==> src/verilog/scope_pkg.sv <==
//------------------------------
// shared widths, types and constants of the capture control core
// frames carry four samples of 12 bits plus their clock strobes
//------------------------------

package scope_pkg;

	//------------------------------
	// constants
	//------------------------------
	localparam int CMD_BYTES       = 8;            // bytes per host command
	localparam int NUM_SAMPLES     = 4;            // samples per frame
	localparam int FIFO_DEPTH      = 16;           // frames held by the FIFO
	localparam int WORDS_PER_FRAME = 4;            // output words per frame

	localparam logic [31:0] FW_VERSION   = 32'd11;
	localparam logic [31:0] FRAME_MARKER = 32'hdeadbeef;

	localparam logic [7:0] TRIG_IMMEDIATE = 8'd0;
	localparam logic [7:0] TRIG_THRESHOLD = 8'd1;

	localparam int LOWER_THRESH = -10;             // sample 0 must dip below this
	localparam int UPPER_THRESH = 10;              // then rise above this

	//------------------------------
	// plain vectors
	//------------------------------
	typedef logic        [7:0]  byte_t;
	typedef logic        [31:0] word_t;
	typedef logic signed [11:0] sample_t;
	typedef logic        [1:0]  strobe_t;
	typedef logic        [31:0] len_t;         // readout byte count
	typedef logic        [15:0] take_t;        // frames to capture

	// sample 3 sits in the upper bits of each array
	typedef struct packed {
		strobe_t [NUM_SAMPLES-1:0] strobe;
		sample_t [NUM_SAMPLES-1:0] sample;
	} frame_t;

	typedef enum logic {
		REPLY_WORD,
		REPLY_FRAMES
	} reply_kind_t;

	typedef struct packed {
		reply_kind_t kind;
		len_t        len;                          // bytes to send
		word_t       word;                         // payload of a word reply
	} reply_req_t;

	typedef struct packed {
		byte_t trig_type;
		take_t take;
	} arm_req_t;

	typedef enum logic [7:0] {
		CMD_READ     = 8'd0,
		CMD_VERSION  = 8'd2,
		CMD_SPI_MODE = 8'd4,
		CMD_ARM      = 8'd5
	} cmd_t;

endpackage

==> src/verilog/command_decoder.sv <==
//------------------------------
// collects 8-byte host commands and dispatches them
// unknown codes and arms while capture is busy are dropped silently
//------------------------------
`timescale 1ns/1ns

module command_decoder (
	input  logic                  clk,
	input  logic                  rstn,
	input  logic                  i_cmd_valid,
	input  scope_pkg::byte_t      i_cmd_data,
	output logic                  o_cmd_ready,
	output logic                  o_reply_start,
	output scope_pkg::reply_req_t o_reply_req,
	input  logic                  i_reply_done,
	output logic                  o_arm,
	output scope_pkg::arm_req_t   o_arm_req,
	input  logic                  i_capture_idle,
	output logic [1:0]            o_spi_mode
);
	import scope_pkg::*;

	typedef enum logic [1:0] {
		ST_RX,
		ST_PROC,
		ST_WAIT
	} state_t;

	state_t                         state;
	byte_t                          rx_data [CMD_BYTES];
	logic [$clog2(CMD_BYTES)-1:0]   rx_cnt;
	cmd_t                           cmd;

	assign cmd         = cmd_t'(rx_data[0]);
	assign o_cmd_ready = (state == ST_RX);

	//------------------------------
	// control
	//------------------------------
	always_ff @(posedge clk or negedge rstn) begin
		if (!rstn) begin
			state         <= ST_RX;
			rx_cnt        <= '0;
			o_spi_mode    <= '0;
			o_reply_start <= 1'b0;
			o_arm         <= 1'b0;
		end else begin
			o_reply_start <= 1'b0;
			o_arm         <= 1'b0;
			case (state)
			ST_RX: if (i_cmd_valid) begin
				if (rx_cnt == ($clog2(CMD_BYTES))'(CMD_BYTES - 1)) begin
					rx_cnt <= '0;
					state  <= ST_PROC;             // last byte in
				end else begin
					rx_cnt <= rx_cnt + 1'b1;
				end
			end
			ST_PROC: begin
				state <= ST_RX;                    // arm and unknown codes
				case (cmd)
				CMD_READ, CMD_VERSION: begin
					o_reply_start <= 1'b1;
					state         <= ST_WAIT;
				end
				CMD_SPI_MODE: begin
					o_spi_mode    <= rx_data[1][1:0];
					o_reply_start <= 1'b1;
					state         <= ST_WAIT;
				end
				CMD_ARM: o_arm <= i_capture_idle; // busy capture drops the arm
				default: ;
				endcase
			end
			ST_WAIT: if (i_reply_done) state <= ST_RX;
			default: state <= ST_RX;
			endcase
		end
	end

	//------------------------------
	// command bytes and request payloads
	//------------------------------
	always_ff @(posedge clk) begin
		if (o_cmd_ready && i_cmd_valid)
			rx_data[rx_cnt] <= i_cmd_data;
		if (state == ST_PROC) begin
			case (cmd)
			CMD_READ: o_reply_req <= '{kind: REPLY_FRAMES,
				len: {rx_data[7], rx_data[6], rx_data[5], rx_data[4]}, word: '0};
			CMD_VERSION: o_reply_req <= '{kind: REPLY_WORD, len: len_t'(4), word: FW_VERSION};
			CMD_SPI_MODE: o_reply_req <= '{kind: REPLY_WORD, len: len_t'(4),
				word: word_t'(rx_data[1])};        // echo the mode byte
			CMD_ARM: o_arm_req <= '{trig_type: rx_data[1],
				take: {rx_data[5], rx_data[4]}};
			default: ;
			endcase
		end
	end

	// only one reply may be outstanding at a time
	a_single_reply: assert property (@(posedge clk) disable iff (!rstn)
		i_reply_done |-> (state == ST_WAIT && !o_reply_start))
		else $error("reply_done without a pending reply");

endmodule

==> src/verilog/sample_capture.sv <==
//------------------------------
// trigger FSM and frame writer, never stalls
// capture ends after take frames or when the FIFO fills, later frames are lost
//------------------------------
`timescale 1ns/1ns

module sample_capture (
	input  logic                clk,
	input  logic                rstn,
	input  scope_pkg::frame_t   i_frame,
	input  logic                i_arm,
	input  scope_pkg::arm_req_t i_arm_req,
	output logic                o_idle,
	output logic                o_wr,
	output scope_pkg::frame_t   o_wr_frame,
	input  logic                i_full
);
	import scope_pkg::*;

	typedef enum logic [1:0] {
		ST_IDLE,
		ST_WAIT_LOW,
		ST_WAIT_HIGH,
		ST_CAPTURE
	} state_t;

	state_t  state;
	frame_t  frame_q;
	sample_t in_s0;
	take_t   take_q;
	take_t   wr_cnt;
	logic    last_wr;

	// trigger looks at the live input, so frame_q holds the trigger frame
	// on the first capture cycle
	assign in_s0 = i_frame.sample[0];

	assign last_wr    = (wr_cnt + take_t'(1) >= take_q);
	assign o_idle     = (state == ST_IDLE);
	assign o_wr       = (state == ST_CAPTURE) && !i_full && (wr_cnt != take_q);
	assign o_wr_frame = frame_q;

	always_ff @(posedge clk) begin
		frame_q <= i_frame;                        // one stage of input register
	end

	always_ff @(posedge clk or negedge rstn) begin
		if (!rstn) begin
			state  <= ST_IDLE;
			take_q <= '0;
			wr_cnt <= '0;
		end else begin
			case (state)
			ST_IDLE: if (i_arm) begin
				take_q <= i_arm_req.take;
				wr_cnt <= '0;
				case (i_arm_req.trig_type)
				TRIG_IMMEDIATE: state <= ST_CAPTURE;
				TRIG_THRESHOLD: state <= ST_WAIT_LOW;
				default: ;                         // unknown trigger, stay idle
				endcase
			end
			ST_WAIT_LOW:  if (in_s0 < LOWER_THRESH) state <= ST_WAIT_HIGH;
			ST_WAIT_HIGH: if (in_s0 > UPPER_THRESH) state <= ST_CAPTURE;
			ST_CAPTURE: begin
				if (o_wr)
					wr_cnt <= wr_cnt + 1'b1;
				if (i_full || last_wr)
					state <= ST_IDLE;              // done or out of room
			end
			default: state <= ST_IDLE;
			endcase
		end
	end

	// one write per clock until take is reached or the FIFO fills
	a_no_gap: assert property (@(posedge clk) disable iff (!rstn)
		(o_wr && !last_wr) |=> (o_wr || i_full))
		else $error("capture skipped a frame before take or full");

endmodule

==> src/verilog/frame_fifo.sv <==
//------------------------------
// synchronous frame FIFO, FIFO_DEPTH entries
// read data is registered, valid one cycle after i_rd
//------------------------------
`timescale 1ns/1ns

module frame_fifo (
	input  logic              clk,
	input  logic              rstn,
	input  logic              i_wr,
	input  scope_pkg::frame_t i_wr_frame,
	output logic              o_full,
	input  logic              i_rd,
	output scope_pkg::frame_t o_rd_frame,
	output logic              o_empty
);
	import scope_pkg::*;

	frame_t                          mem [FIFO_DEPTH];
	logic [$clog2(FIFO_DEPTH)-1:0]   wr_ptr;
	logic [$clog2(FIFO_DEPTH)-1:0]   rd_ptr;
	logic [$clog2(FIFO_DEPTH):0]     count;
	logic                            wr_ok;
	logic                            rd_ok;

	assign o_full  = (count == FIFO_DEPTH);
	assign o_empty = (count == 0);
	assign wr_ok   = i_wr && !o_full;
	assign rd_ok   = i_rd && !o_empty;

	always_ff @(posedge clk) begin
		if (wr_ok)
			mem[wr_ptr] <= i_wr_frame;
		if (rd_ok)
			o_rd_frame <= mem[rd_ptr];             // held until the next read
	end

	always_ff @(posedge clk or negedge rstn) begin
		if (!rstn) begin
			wr_ptr <= '0;
			rd_ptr <= '0;
			count  <= '0;
		end else begin
			if (wr_ok)
				wr_ptr <= wr_ptr + 1'b1;           // wraps at depth
			if (rd_ok)
				rd_ptr <= rd_ptr + 1'b1;
			case ({wr_ok, rd_ok})
			2'b10:   count <= count + 1'b1;
			2'b01:   count <= count - 1'b1;
			default: ;
			endcase
		end
	end

	a_no_overflow: assert property (@(posedge clk) disable iff (!rstn)
		o_full |-> !i_wr)
		else $error("write into a full FIFO");

	a_no_underflow: assert property (@(posedge clk) disable iff (!rstn)
		o_empty |-> !i_rd)
		else $error("read from an empty FIFO");

endmodule

==> src/verilog/readout_engine.sv <==
//------------------------------
// reply stream serializer, four words per captured frame
// keep and last follow the remaining byte count, a frame reply waits on an empty FIFO
//------------------------------
`timescale 1ns/1ns

module readout_engine (
	input  logic                  clk,
	input  logic                  rstn,
	input  logic                  i_reply_start,
	input  scope_pkg::reply_req_t i_reply_req,
	output logic                  o_reply_done,
	output logic                  o_rd,
	input  scope_pkg::frame_t     i_rd_frame,
	input  logic                  i_empty,
	output logic                  o_tvalid,
	output scope_pkg::word_t      o_tdata,
	output logic [3:0]            o_tkeep,
	output logic                  o_tlast,
	input  logic                  i_tready
);
	import scope_pkg::*;

	typedef enum logic [1:0] {
		ST_IDLE,
		ST_FETCH,
		ST_LOAD,
		ST_SEND
	} state_t;

	state_t                              state;
	len_t                                rem;
	logic [$clog2(WORDS_PER_FRAME)-1:0]  widx;

	// word n of a frame, see the frame word order
	function automatic word_t frame_word(input frame_t f,
			input logic [$clog2(WORDS_PER_FRAME)-1:0] idx);
		word_t w;
		case (idx)
		2'd0:    w = {4'd0, f.sample[1], 4'd0, f.sample[0]};
		2'd1:    w = {4'd0, f.sample[3], 4'd0, f.sample[2]};
		2'd2:    w = {24'd0, f.strobe};            // strobe 3 highest
		default: w = FRAME_MARKER;
		endcase
		return w;
	endfunction

	assign o_rd    = (state == ST_FETCH) && !i_empty;
	assign o_tlast = (rem <= 4);
	assign o_tkeep = (rem >= 4) ? 4'b1111 :
	                 (rem == 3) ? 4'b0111 :
	                 (rem == 2) ? 4'b0011 :
	                 (rem == 1) ? 4'b0001 : 4'b0000;

	always_ff @(posedge clk or negedge rstn) begin
		if (!rstn) begin
			state        <= ST_IDLE;
			rem          <= '0;
			widx         <= '0;
			o_tvalid     <= 1'b0;
			o_reply_done <= 1'b0;
		end else begin
			o_reply_done <= 1'b0;
			case (state)
			ST_IDLE: if (i_reply_start) begin
				rem  <= i_reply_req.len;
				widx <= '0;
				if (i_reply_req.kind == REPLY_WORD) begin
					o_tvalid <= 1'b1;
					state    <= ST_SEND;
				end else begin
					state <= ST_FETCH;
				end
			end
			ST_FETCH: if (!i_empty) state <= ST_LOAD; // read issued this cycle
			ST_LOAD: begin
				o_tvalid <= 1'b1;                  // FIFO output now valid
				state    <= ST_SEND;
			end
			ST_SEND: if (i_tready) begin
				rem <= (rem > 4) ? rem - len_t'(4) : '0;
				if (o_tlast) begin
					o_tvalid     <= 1'b0;
					o_reply_done <= 1'b1;
					state        <= ST_IDLE;
				end else if (widx == WORDS_PER_FRAME - 1) begin
					o_tvalid <= 1'b0;
					widx     <= '0;
					state    <= ST_FETCH;          // next frame
				end else begin
					widx <= widx + 1'b1;
				end
			end
			default: state <= ST_IDLE;
			endcase
		end
	end

	// payload register, loaded whenever a new word goes on the bus
	always_ff @(posedge clk) begin
		if (state == ST_IDLE && i_reply_start)
			o_tdata <= i_reply_req.word;
		else if (state == ST_LOAD)
			o_tdata <= frame_word(i_rd_frame, '0);
		else if (state == ST_SEND && i_tready && widx != WORDS_PER_FRAME - 1)
			o_tdata <= frame_word(i_rd_frame, widx + 1'b1);
	end

	a_hold_stalled: assert property (@(posedge clk) disable iff (!rstn)
		(o_tvalid && !i_tready) |=> (o_tvalid && $stable(o_tdata)))
		else $error("output word changed while stalled");

endmodule

==> src/verilog/scope_ctrl.sv <==
//------------------------------
// capture control core, single clock domain
// frames arrive already assembled on i_frame, one per clock
//------------------------------
`timescale 1ns/1ns

module scope_ctrl (
	input  logic              clk,
	input  logic              rstn,
	// host command bytes
	input  logic              i_cmd_valid,
	input  scope_pkg::byte_t  i_cmd_data,
	output logic              o_cmd_ready,
	// assembled ADC frame
	input  scope_pkg::frame_t i_frame,
	// reply stream
	output logic              o_tvalid,
	output scope_pkg::word_t  o_tdata,
	output logic [3:0]        o_tkeep,
	output logic              o_tlast,
	input  logic              i_tready,
	output logic [1:0]        o_spi_mode
);
	import scope_pkg::*;

	reply_req_t reply_req;
	arm_req_t   arm_req;
	frame_t     wr_frame;
	frame_t     rd_frame;
	logic       reply_start;
	logic       reply_done;
	logic       arm;
	logic       capture_idle;
	logic       fifo_wr;
	logic       fifo_rd;
	logic       fifo_full;
	logic       fifo_empty;

	command_decoder u_decoder (
		.clk(clk), .rstn(rstn),
		.i_cmd_valid(i_cmd_valid), .i_cmd_data(i_cmd_data), .o_cmd_ready(o_cmd_ready),
		.o_reply_start(reply_start), .o_reply_req(reply_req), .i_reply_done(reply_done),
		.o_arm(arm), .o_arm_req(arm_req), .i_capture_idle(capture_idle),
		.o_spi_mode(o_spi_mode)
	);

	sample_capture u_capture (
		.clk(clk), .rstn(rstn), .i_frame(i_frame),
		.i_arm(arm), .i_arm_req(arm_req), .o_idle(capture_idle),
		.o_wr(fifo_wr), .o_wr_frame(wr_frame), .i_full(fifo_full)
	);

	frame_fifo u_fifo (
		.clk(clk), .rstn(rstn),
		.i_wr(fifo_wr), .i_wr_frame(wr_frame), .o_full(fifo_full),
		.i_rd(fifo_rd), .o_rd_frame(rd_frame), .o_empty(fifo_empty)
	);

	readout_engine u_readout (
		.clk(clk), .rstn(rstn),
		.i_reply_start(reply_start), .i_reply_req(reply_req), .o_reply_done(reply_done),
		.o_rd(fifo_rd), .i_rd_frame(rd_frame), .i_empty(fifo_empty),
		.o_tvalid(o_tvalid), .o_tdata(o_tdata), .o_tkeep(o_tkeep), .o_tlast(o_tlast),
		.i_tready(i_tready)
	);

endmodule

==> config.mk <==
export PLATFORM = sky130hd
export DESIGN_NAME = scope_ctrl
export DESIGN_NICKNAME = d
export VERILOG_FILES = /design/src/verilog/scope_pkg.sv /design/src/verilog/command_decoder.sv /design/src/verilog/sample_capture.sv /design/src/verilog/frame_fifo.sv /design/src/verilog/readout_engine.sv /design/src/verilog/scope_ctrl.sv
export SDC_FILE = /design/constraint.sdc
export NUM_CORES = 1
export LEC_CHECK = 0
export ABC_AREA = 1
export BUFFER_PORTS_ARGS = -buffer_cell sky130_fd_sc_hd__buf_2
export CAP_MARGIN = 40
export CORE_ASPECT_RATIO = 0.75
export CORE_MARGIN = 4
export CORE_UTILIZATION = 25
export DETAILED_ROUTE_END_ITERATION = 10
export SYNTH_ARGS = -nofsm -noshare
export SYNTH_HDL_FRONTEND = slang
export SYNTH_SLANG_ARGS = --single-unit
==> constraint.sdc <==
create_clock -name clk -period 4.21 [get_ports clk]
set_input_delay 0.6315 -clock clk [delete_from_list [all_inputs] [get_ports clk]]
set_output_delay 0.6315 -clock clk [all_outputs]
set_load 0.005 [all_outputs]
==> impl_metrics.env, run 1 <==
export IMPL_clk_latency_ps=750
export IMPL_drt_iter0_markers=3487
export IMPL_crit_slowest_cell="dfrtp_1"
export IMPL_drc=0
export IMPL_cts_sinks=1240
export IMPL_ir_drop_mv=0.350
export IMPL_drtPass1Iterations=6
export IMPL_fmax_ghz=0.314
export IMPL_yosys_warnings=0
export IMPL_ys_types=48
export IMPL_synth_avg_cell_area_um2=13.6
export IMPL_synthCells=3638
export IMPL_min_from="i_frame[53]"
export IMPL_leakagePower_nw=19.0
export IMPL_cts_buffers=118
export IMPL_rsz0062_at_grt="false"
export IMPL_grt_overflow=0
export IMPL_viasPerCell=4.62
export IMPL_clock_path_buffers=3
export IMPL_finalSetupViolCount=0
export IMPL_hold_viol=0
export IMPL_crit_chain="nor2_1 > nand2_1 > nor2_1 > nand2_1 > inv_1 > nand2_1 > nor2_1 > nand4_1 > buf_2"
export IMPL_ff2ff_setup_slack_ps=1140
export IMPL_drv_slew=0
export IMPL_die_area_um2=204000
export IMPL_path_class="flop to output pin"
export IMPL_die_w_um=521
export IMPL_post_cts_buffers=0
export IMPL_async_flop_share=0.0758
export IMPL_slowest_delay_ps=420
export IMPL_tns_ps=0
export IMPL_die_h_um=393
export IMPL_setup_worst_path_start_class="flop"
export IMPL_critPathRequiredTime_ps=3580
export IMPL_netlist_area_um2=49300
export IMPL_stdcell_area_um2=57600
export IMPL_dpl_hpwl_um=81400
export IMPL_worst_r2r_path_depth=10
export IMPL_start_util=0.253
export IMPL_io_pin_count=109
export IMPL_grt_pass1_wl_um=196000
export IMPL_rr_startpoint="u_capture.wr_cnt[0]"
export IMPL_place_congestion=0.837
export IMPL_reg2reg_to="u_fifo.mem[6][33]"
export IMPL_synth_seq_cells=1240
export IMPL_clk_pin_slew_ps=60
export IMPL_portBuffers=106
export IMPL_worst_slew_pin_slew_ps=1110
export IMPL_cts_resized=0
export IMPL_synth_edf_count=1090
export IMPL_whs_endpoint="u_capture.o_wr_frame[53]"
export IMPL_final_nets=3898
export IMPL_fin_crit_ps=3190
export IMPL_routed_wirelength_um=133000
export IMPL_grt_max_degree=148
export IMPL_coreArea_um2=195000
export IMPL_holdBufCountCts=48
export IMPL_place_area_um2=53300
export IMPL_outcome="completed"
export IMPL_critPathMaxFanout=4
export IMPL_layout_commonest_cell="edfxtp_1"
export IMPL_root_buffer="clkbuf_16"
export IMPL_grt_pass1_vias=28800
export IMPL_grt_total_usage=0.126
export IMPL_clock_skew_ps=53.9
export IMPL_antenna_found_initial=5
export IMPL_yosysSeqAreaShare=0.734
export IMPL_drv_cap=0
export IMPL_cellPowerDensity_nw_per_um2=471
export IMPL_synth_ff_type="edfxtp_1"
export IMPL_cp_end_kind="output pin"
export IMPL_final_cell_mix="edfxtp_1, nor2_1, nand2_1"
export IMPL_cp_data_arrival_time_ps=2550
export IMPL_area_growth_pct=16.9
export IMPL_routedWlPerCell_um=20.4
export IMPL_final_layout_size_suffix_gt1_frac=0.104
export IMPL_vias=30100
export IMPL_rows=140
export IMPL_cts_tree="yes"
export IMPL_min_path_type="input port to flop"
export IMPL_detail_route_antenna_nets=0
export IMPL_fill_cells=19500
export IMPL_holdPathStages=1
export IMPL_relSlewSlack=0.263
export IMPL_htreeDepth=3
export IMPL_period_share=0.757
logic make-up (layout without fill, tap and decap cells):
kind of cell | after synthesis | after routing | share of synthesized area
XOR/XNOR | 29 | 29 | 0.00515
other | 1 | 6 | 0.0000761
buffers and inverters | 384 | 631 | 0.0335
AO/OA/AOI/OAI | 690 | 690 | 0.0887
flip-flops | 1240 | 1240 | 0.734
adder cells (fa/ha/maj) | 45 | 45 | 0.0116
AND/OR/NAND/NOR | 1058 | 1058 | 0.0878
multiplexers | 191 | 191 | 0.0388
flip-flops by register name, summed over array words and instances, names as in the netlist, 2 cells and up:
register	flops
u_capture.wr_cnt	16
u_fifo.count	5
u_fifo.rd_ptr	4
u_fifo.mem	896
u_fifo.o_rd_frame	56
u_decoder.o_arm_req	24
u_readout.state	2
u_fifo.wr_ptr	4
u_decoder.o_reply_req	41
u_decoder.state	2
u_decoder.rx_data	48
u_readout.widx	2
u_readout.rem	32
u_decoder.rx_cnt	3
u_decoder.o_spi_mode	2
u_readout.o_tdata	25
u_capture.o_wr_frame	56
u_capture.state	2
u_capture.take_q	16
stage by stage:
| step | hold slack, ps | cells | worst slack (ps) | utilization | total power, mW |
|---|---|---|---|---|---|
| after global routing | 20.3 | 6515 | 738 | 0.295 | 28.2 |
| after global placement | 437 | 6231 | 1160 | 0.272 | 16.8 |
| final | 48.6 | 6517 | 1020 | 0.295 | 27.1 |
| after CTS | 15.3 | 6513 | 892 | 0.295 | 27.4 |
| after detailed placement | 438 | 6244 | 1110 | 0.273 | 16.9 |
| after floorplan | 336 | 3639 | 120 | - | 15.7 |
power breakdown:
group	leakage [nW]	switching (mW)	total, mW	internal [mW]
sequential	11.6	0.507	14.3	13.8
clock	1.85	4.65	10.5	5.88
combinational	5.58	1.50	2.27	0.763
total	19.0	6.66	27.1	20.5
worst max-delay path: cells and delay by family (launching register included):
| kind | cells | cell delay, ps |
|---|---|---|
| and+or+nand+nor | 7 | 1110 |
| buffers and inverters | 2 | 290 |
| DFF | 1 | 420 |
routing by layer:
metal / GRT usage / vias up / routed length (um)
li1: - / 13700 / -
met1: 0.186 / 15000 / 60400
met2: 0.186 / 1160 / 58400
met3: 0.0261 / 187 / 10600
met4: 0.0371 / 2 / 3500
met5: 0 / - / 14
how the worst max path moves through the flow:
stage	from	to	slack, ps	cells after the start
3_5_place_dp	u_capture.wr_cnt[0]	u_fifo.mem[2][13]	1110	10
4_1_cts	u_readout.rem[17]	o_tkeep[0]	890	9
2_1_floorplan	u_capture.wr_cnt[0]	u_fifo.mem[0][0]	120	9
6_report	u_readout.rem[17]	o_tkeep[0]	1020	9
3_3_place_gp	u_capture.wr_cnt[0]	u_fifo.mem[2][13]	1160	10
5_1_grt	u_readout.rem[2]	o_tkeep[0]	740	8
cell usage after synthesis, types with 2 or more instances:
| cell type | count | area [um^2] |
|---|---|---|
| a21boi_0 | 2 | 15.0 |
| a21oi_1 | 76 | 380 |
| a22o_1 | 7 | 61.3 |
| a22oi_1 | 15 | 113 |
| a31oi_1 | 4 | 25.0 |
| buf_1 | 7 | 26.3 |
| buf_2 | 46 | 230 |
| buf_4 | 29 | 218 |
| buf_6 | 6 | 67.6 |
| clkbuf_1 | 115 | 432 |
| dfrtp_1 | 94 | 2350 |
| dfxtp_1 | 56 | 1120 |
| edfxtp_1 | 1090 | 32700 |
| ha_1 | 44 | 551 |
| inv_1 | 171 | 642 |
| inv_2 | 9 | 33.8 |
| mux2i_1 | 190 | 1900 |
| nand2_1 | 341 | 1280 |
| nand2_2 | 3 | 18.8 |
| nand2_4 | 5 | 56.3 |
| nand3_1 | 158 | 791 |
| nand4_1 | 15 | 93.8 |
| nor2_1 | 503 | 1890 |
| nor2_2 | 5 | 31.3 |
| nor3_1 | 20 | 100 |
| o211ai_1 | 70 | 526 |
| o21a_1 | 2 | 15.0 |
| o21ai_0 | 299 | 1500 |
| o21ai_1 | 13 | 65.1 |
| o21bai_1 | 4 | 30.0 |
| o221ai_1 | 156 | 1370 |
| o22ai_1 | 34 | 213 |
| o31ai_1 | 5 | 37.5 |
| or2_2 | 3 | 18.8 |
| xnor2_1 | 8 | 70.1 |
| xor2_1 | 21 | 184 |
final cells by class:
cell class	instances	area [um^2]	share of cell area
multi-input cells	2015	11600	0.201
repair buffers	229	2040	0.0355
clock inverters	66	613	0.0106
inverters	181	689	0.0120
diodes	4	10.0	0.000174
clock buffers	155	3180	0.0552
flip-flops and latches	1240	36200	0.628
well taps	2627	3290	0.0570
Power figures use the tool's default switching activity.
==> run 2, diff against run 1 <==
==> constraint.sdc (replaced) <==
create_clock -name clk -period 3 [get_ports clk]
set_input_delay 0.45 -clock clk [delete_from_list [all_inputs] [get_ports clk]]
set_output_delay 0.45 -clock clk [all_outputs]
set_load 0.005 [all_outputs]
==> run 2 against run 1 <==
Combinational power rose by 42%. Cell count grew 1.4%. Via count is 1.1% higher. Largest cell class unchanged. Largest power group unchanged.
==> impl_metrics.env, run 2 (synthesis gave the netlist of run 1 again) <==
export IMPL_rows=140
export IMPL_pre_cts_slack_ps=110
export IMPL_ff2ff_setup_slack_ps=230
export IMPL_fin_crit_ps=2850
export IMPL_min_path_type="input port to flop"
export IMPL_critPathRequiredTime_ps=2550
export IMPL_worst_slew_pin_slew_ps=872
export IMPL_hold_viol=0
export IMPL_cp_end_kind="output pin"
export IMPL_final_nets=3984
export IMPL_outcome="completed"
export IMPL_routedWlPerCell_um=19.9
export IMPL_top_register="u_fifo.mem"
export IMPL_ir_drop_mv=0.526
export IMPL_min_from="i_cmd_data[3]"
export IMPL_reg2reg_to="u_fifo.mem[7][27]"
export IMPL_dpl_hpwl_um=80400
export IMPL_drc=0
export IMPL_crit_chain="inv_1 > ha_1 > nand2_2 > nor2_4 > nand3_4 > nor2_4 > nand4_1 > buf_2"
export IMPL_viasPerCell=4.61
export IMPL_crit_slowest_cell="dfrtp_1"
export IMPL_leakagePower_nw=19.7
export IMPL_drv_slew=0
export IMPL_place_congestion=0.843
export IMPL_antenna_found_initial=5
export IMPL_vias=30400
export IMPL_setup_worst_path_start_class="flop"
export IMPL_grt_total_usage=0.125
export IMPL_htreeDepth=4
export IMPL_grt_pass1_vias=29400
export IMPL_period_share=0.950
export IMPL_finalHoldWorstSlack_ps=55.6
export IMPL_final_cell_mix="edfxtp_1, nor2_1, nand2_1"
export IMPL_drv_cap=0
export IMPL_fmax_ghz=0.351
export IMPL_cp_data_arrival_time_ps=2400
export IMPL_layout_commonest_cell="edfxtp_1"
export IMPL_grt_pass1_wl_um=195000
export IMPL_final_layout_size_suffix_gt1_frac=0.124
export IMPL_worst_r2r_path_depth=10
export IMPL_detail_route_antenna_nets=0
export IMPL_clk_pin_slew_ps=60
export IMPL_cts_tree="yes"
export IMPL_layout_setup_ws_ps=149
export IMPL_grt_overflow=0
export IMPL_slowest_delay_ps=420
export IMPL_cpMostUsedCell="nor2_4"
export IMPL_clk_latency_ps=780
export IMPL_rsz0062_at_grt="true"
export IMPL_portBuffers=106
export IMPL_coreArea_um2=195000
export IMPL_cts_buffers=131
export IMPL_drtPass1Iterations=7
export IMPL_root_buffer="clkbuf_16"
export IMPL_io_pin_count=109
export IMPL_die_h_um=393
export IMPL_clock_skew_ps=58.7
export IMPL_area_growth_pct=19.7
export IMPL_holdPathStages=1
export IMPL_clock_path_buffers=3
export IMPL_drt_iter0_markers=3217
export IMPL_die_area_um2=204000
export IMPL_whs_endpoint="u_decoder.rx_data[6][3]"
export IMPL_path_class="flop to output pin"
export IMPL_cellPowerDensity_nw_per_um2=674
export IMPL_routed_wirelength_um=132000
export IMPL_cts_sinks=1240
export IMPL_start_util=0.253
export IMPL_finalSetupViolCount=0
export IMPL_critPathMaxFanout=6
export IMPL_die_w_um=521
export IMPL_largest_reg_flops=896
export IMPL_grt_max_degree=88
export IMPL_rr_startpoint="u_capture.wr_cnt[0]"
export IMPL_relSlewSlack=0.417
[run 2: worst max-delay path by stage]
stage | to | cells past startpoint | start
detailed placement | u_fifo.mem[1][16] | 10 | u_capture.wr_cnt[0]
floorplan | u_fifo.count[4] | 13 | u_fifo.count[1]
CTS | o_tkeep[0] | 8 | u_readout.rem[16]
finish | o_tkeep[0] | 8 | u_readout.rem[2]
global placement | u_fifo.mem[1][4] | 10 | u_capture.wr_cnt[0]
global route | o_tkeep[0] | 8 | u_readout.rem[15]
[run 2: timing repair]
action / CTS / global route
endpoints found under the setup margin: 4 / 54
resized for setup: 4 / 5
pin swaps: 3 / 3
setup buffers: 2 / 5
hold buffers: 60 / 0
hold endpoints to repair: 100 / 0
[run 2: report_power, final]
group	total (mW)	internal, mW	switching (mW)
Sequential	20.0	19.4	0.615
Clock	16.5	9.42	7.08
Combinational	3.23	1.07	2.15
[run 2: per-layer routing]
metal	part of all wire	vias up	global-route usage
met4	0.026	0	0.0375
li1	-	13900	-
met2	0.45	1051	0.193
met5	0	-	0
met1	0.45	15300	0.178
met3	0.068	176	0.0233
[run 2: per-stage QoR]
stage	std cells	util	area [um^2]	setup TNS (ps)	total power [mW]
finish	6607	0.302	59000	0	39.8
global route	6605	0.302	59000	-5.21	41.3
floorplan	3639	-	49400	0	22.1
CTS	6600	0.302	58900	0	40.2
detailed placement	6298	0.276	53900	0	23.6
global placement	6297	0.276	53800	0	23.5
[run 2: cell type report]
type | count | area (um^2)
clock inverters | 64 | 910
multi-input cells | 2015 | 11600
diodes | 2 | 5.00
flip-flops and latches | 1240 | 36200
repair buffers | 302 | 2740
clock buffers | 176 | 3530
inverters | 181 | 693
fillers | 19400 | 136000
well taps | 2627 | 3290
[run 2: worst max-delay path: cells and delay by family (launching register included)]
kind          cells  cell delay (ps)
fa+ha+maj         1              250
simple gates      5              700
flops             1              420
buf+inv           2              280
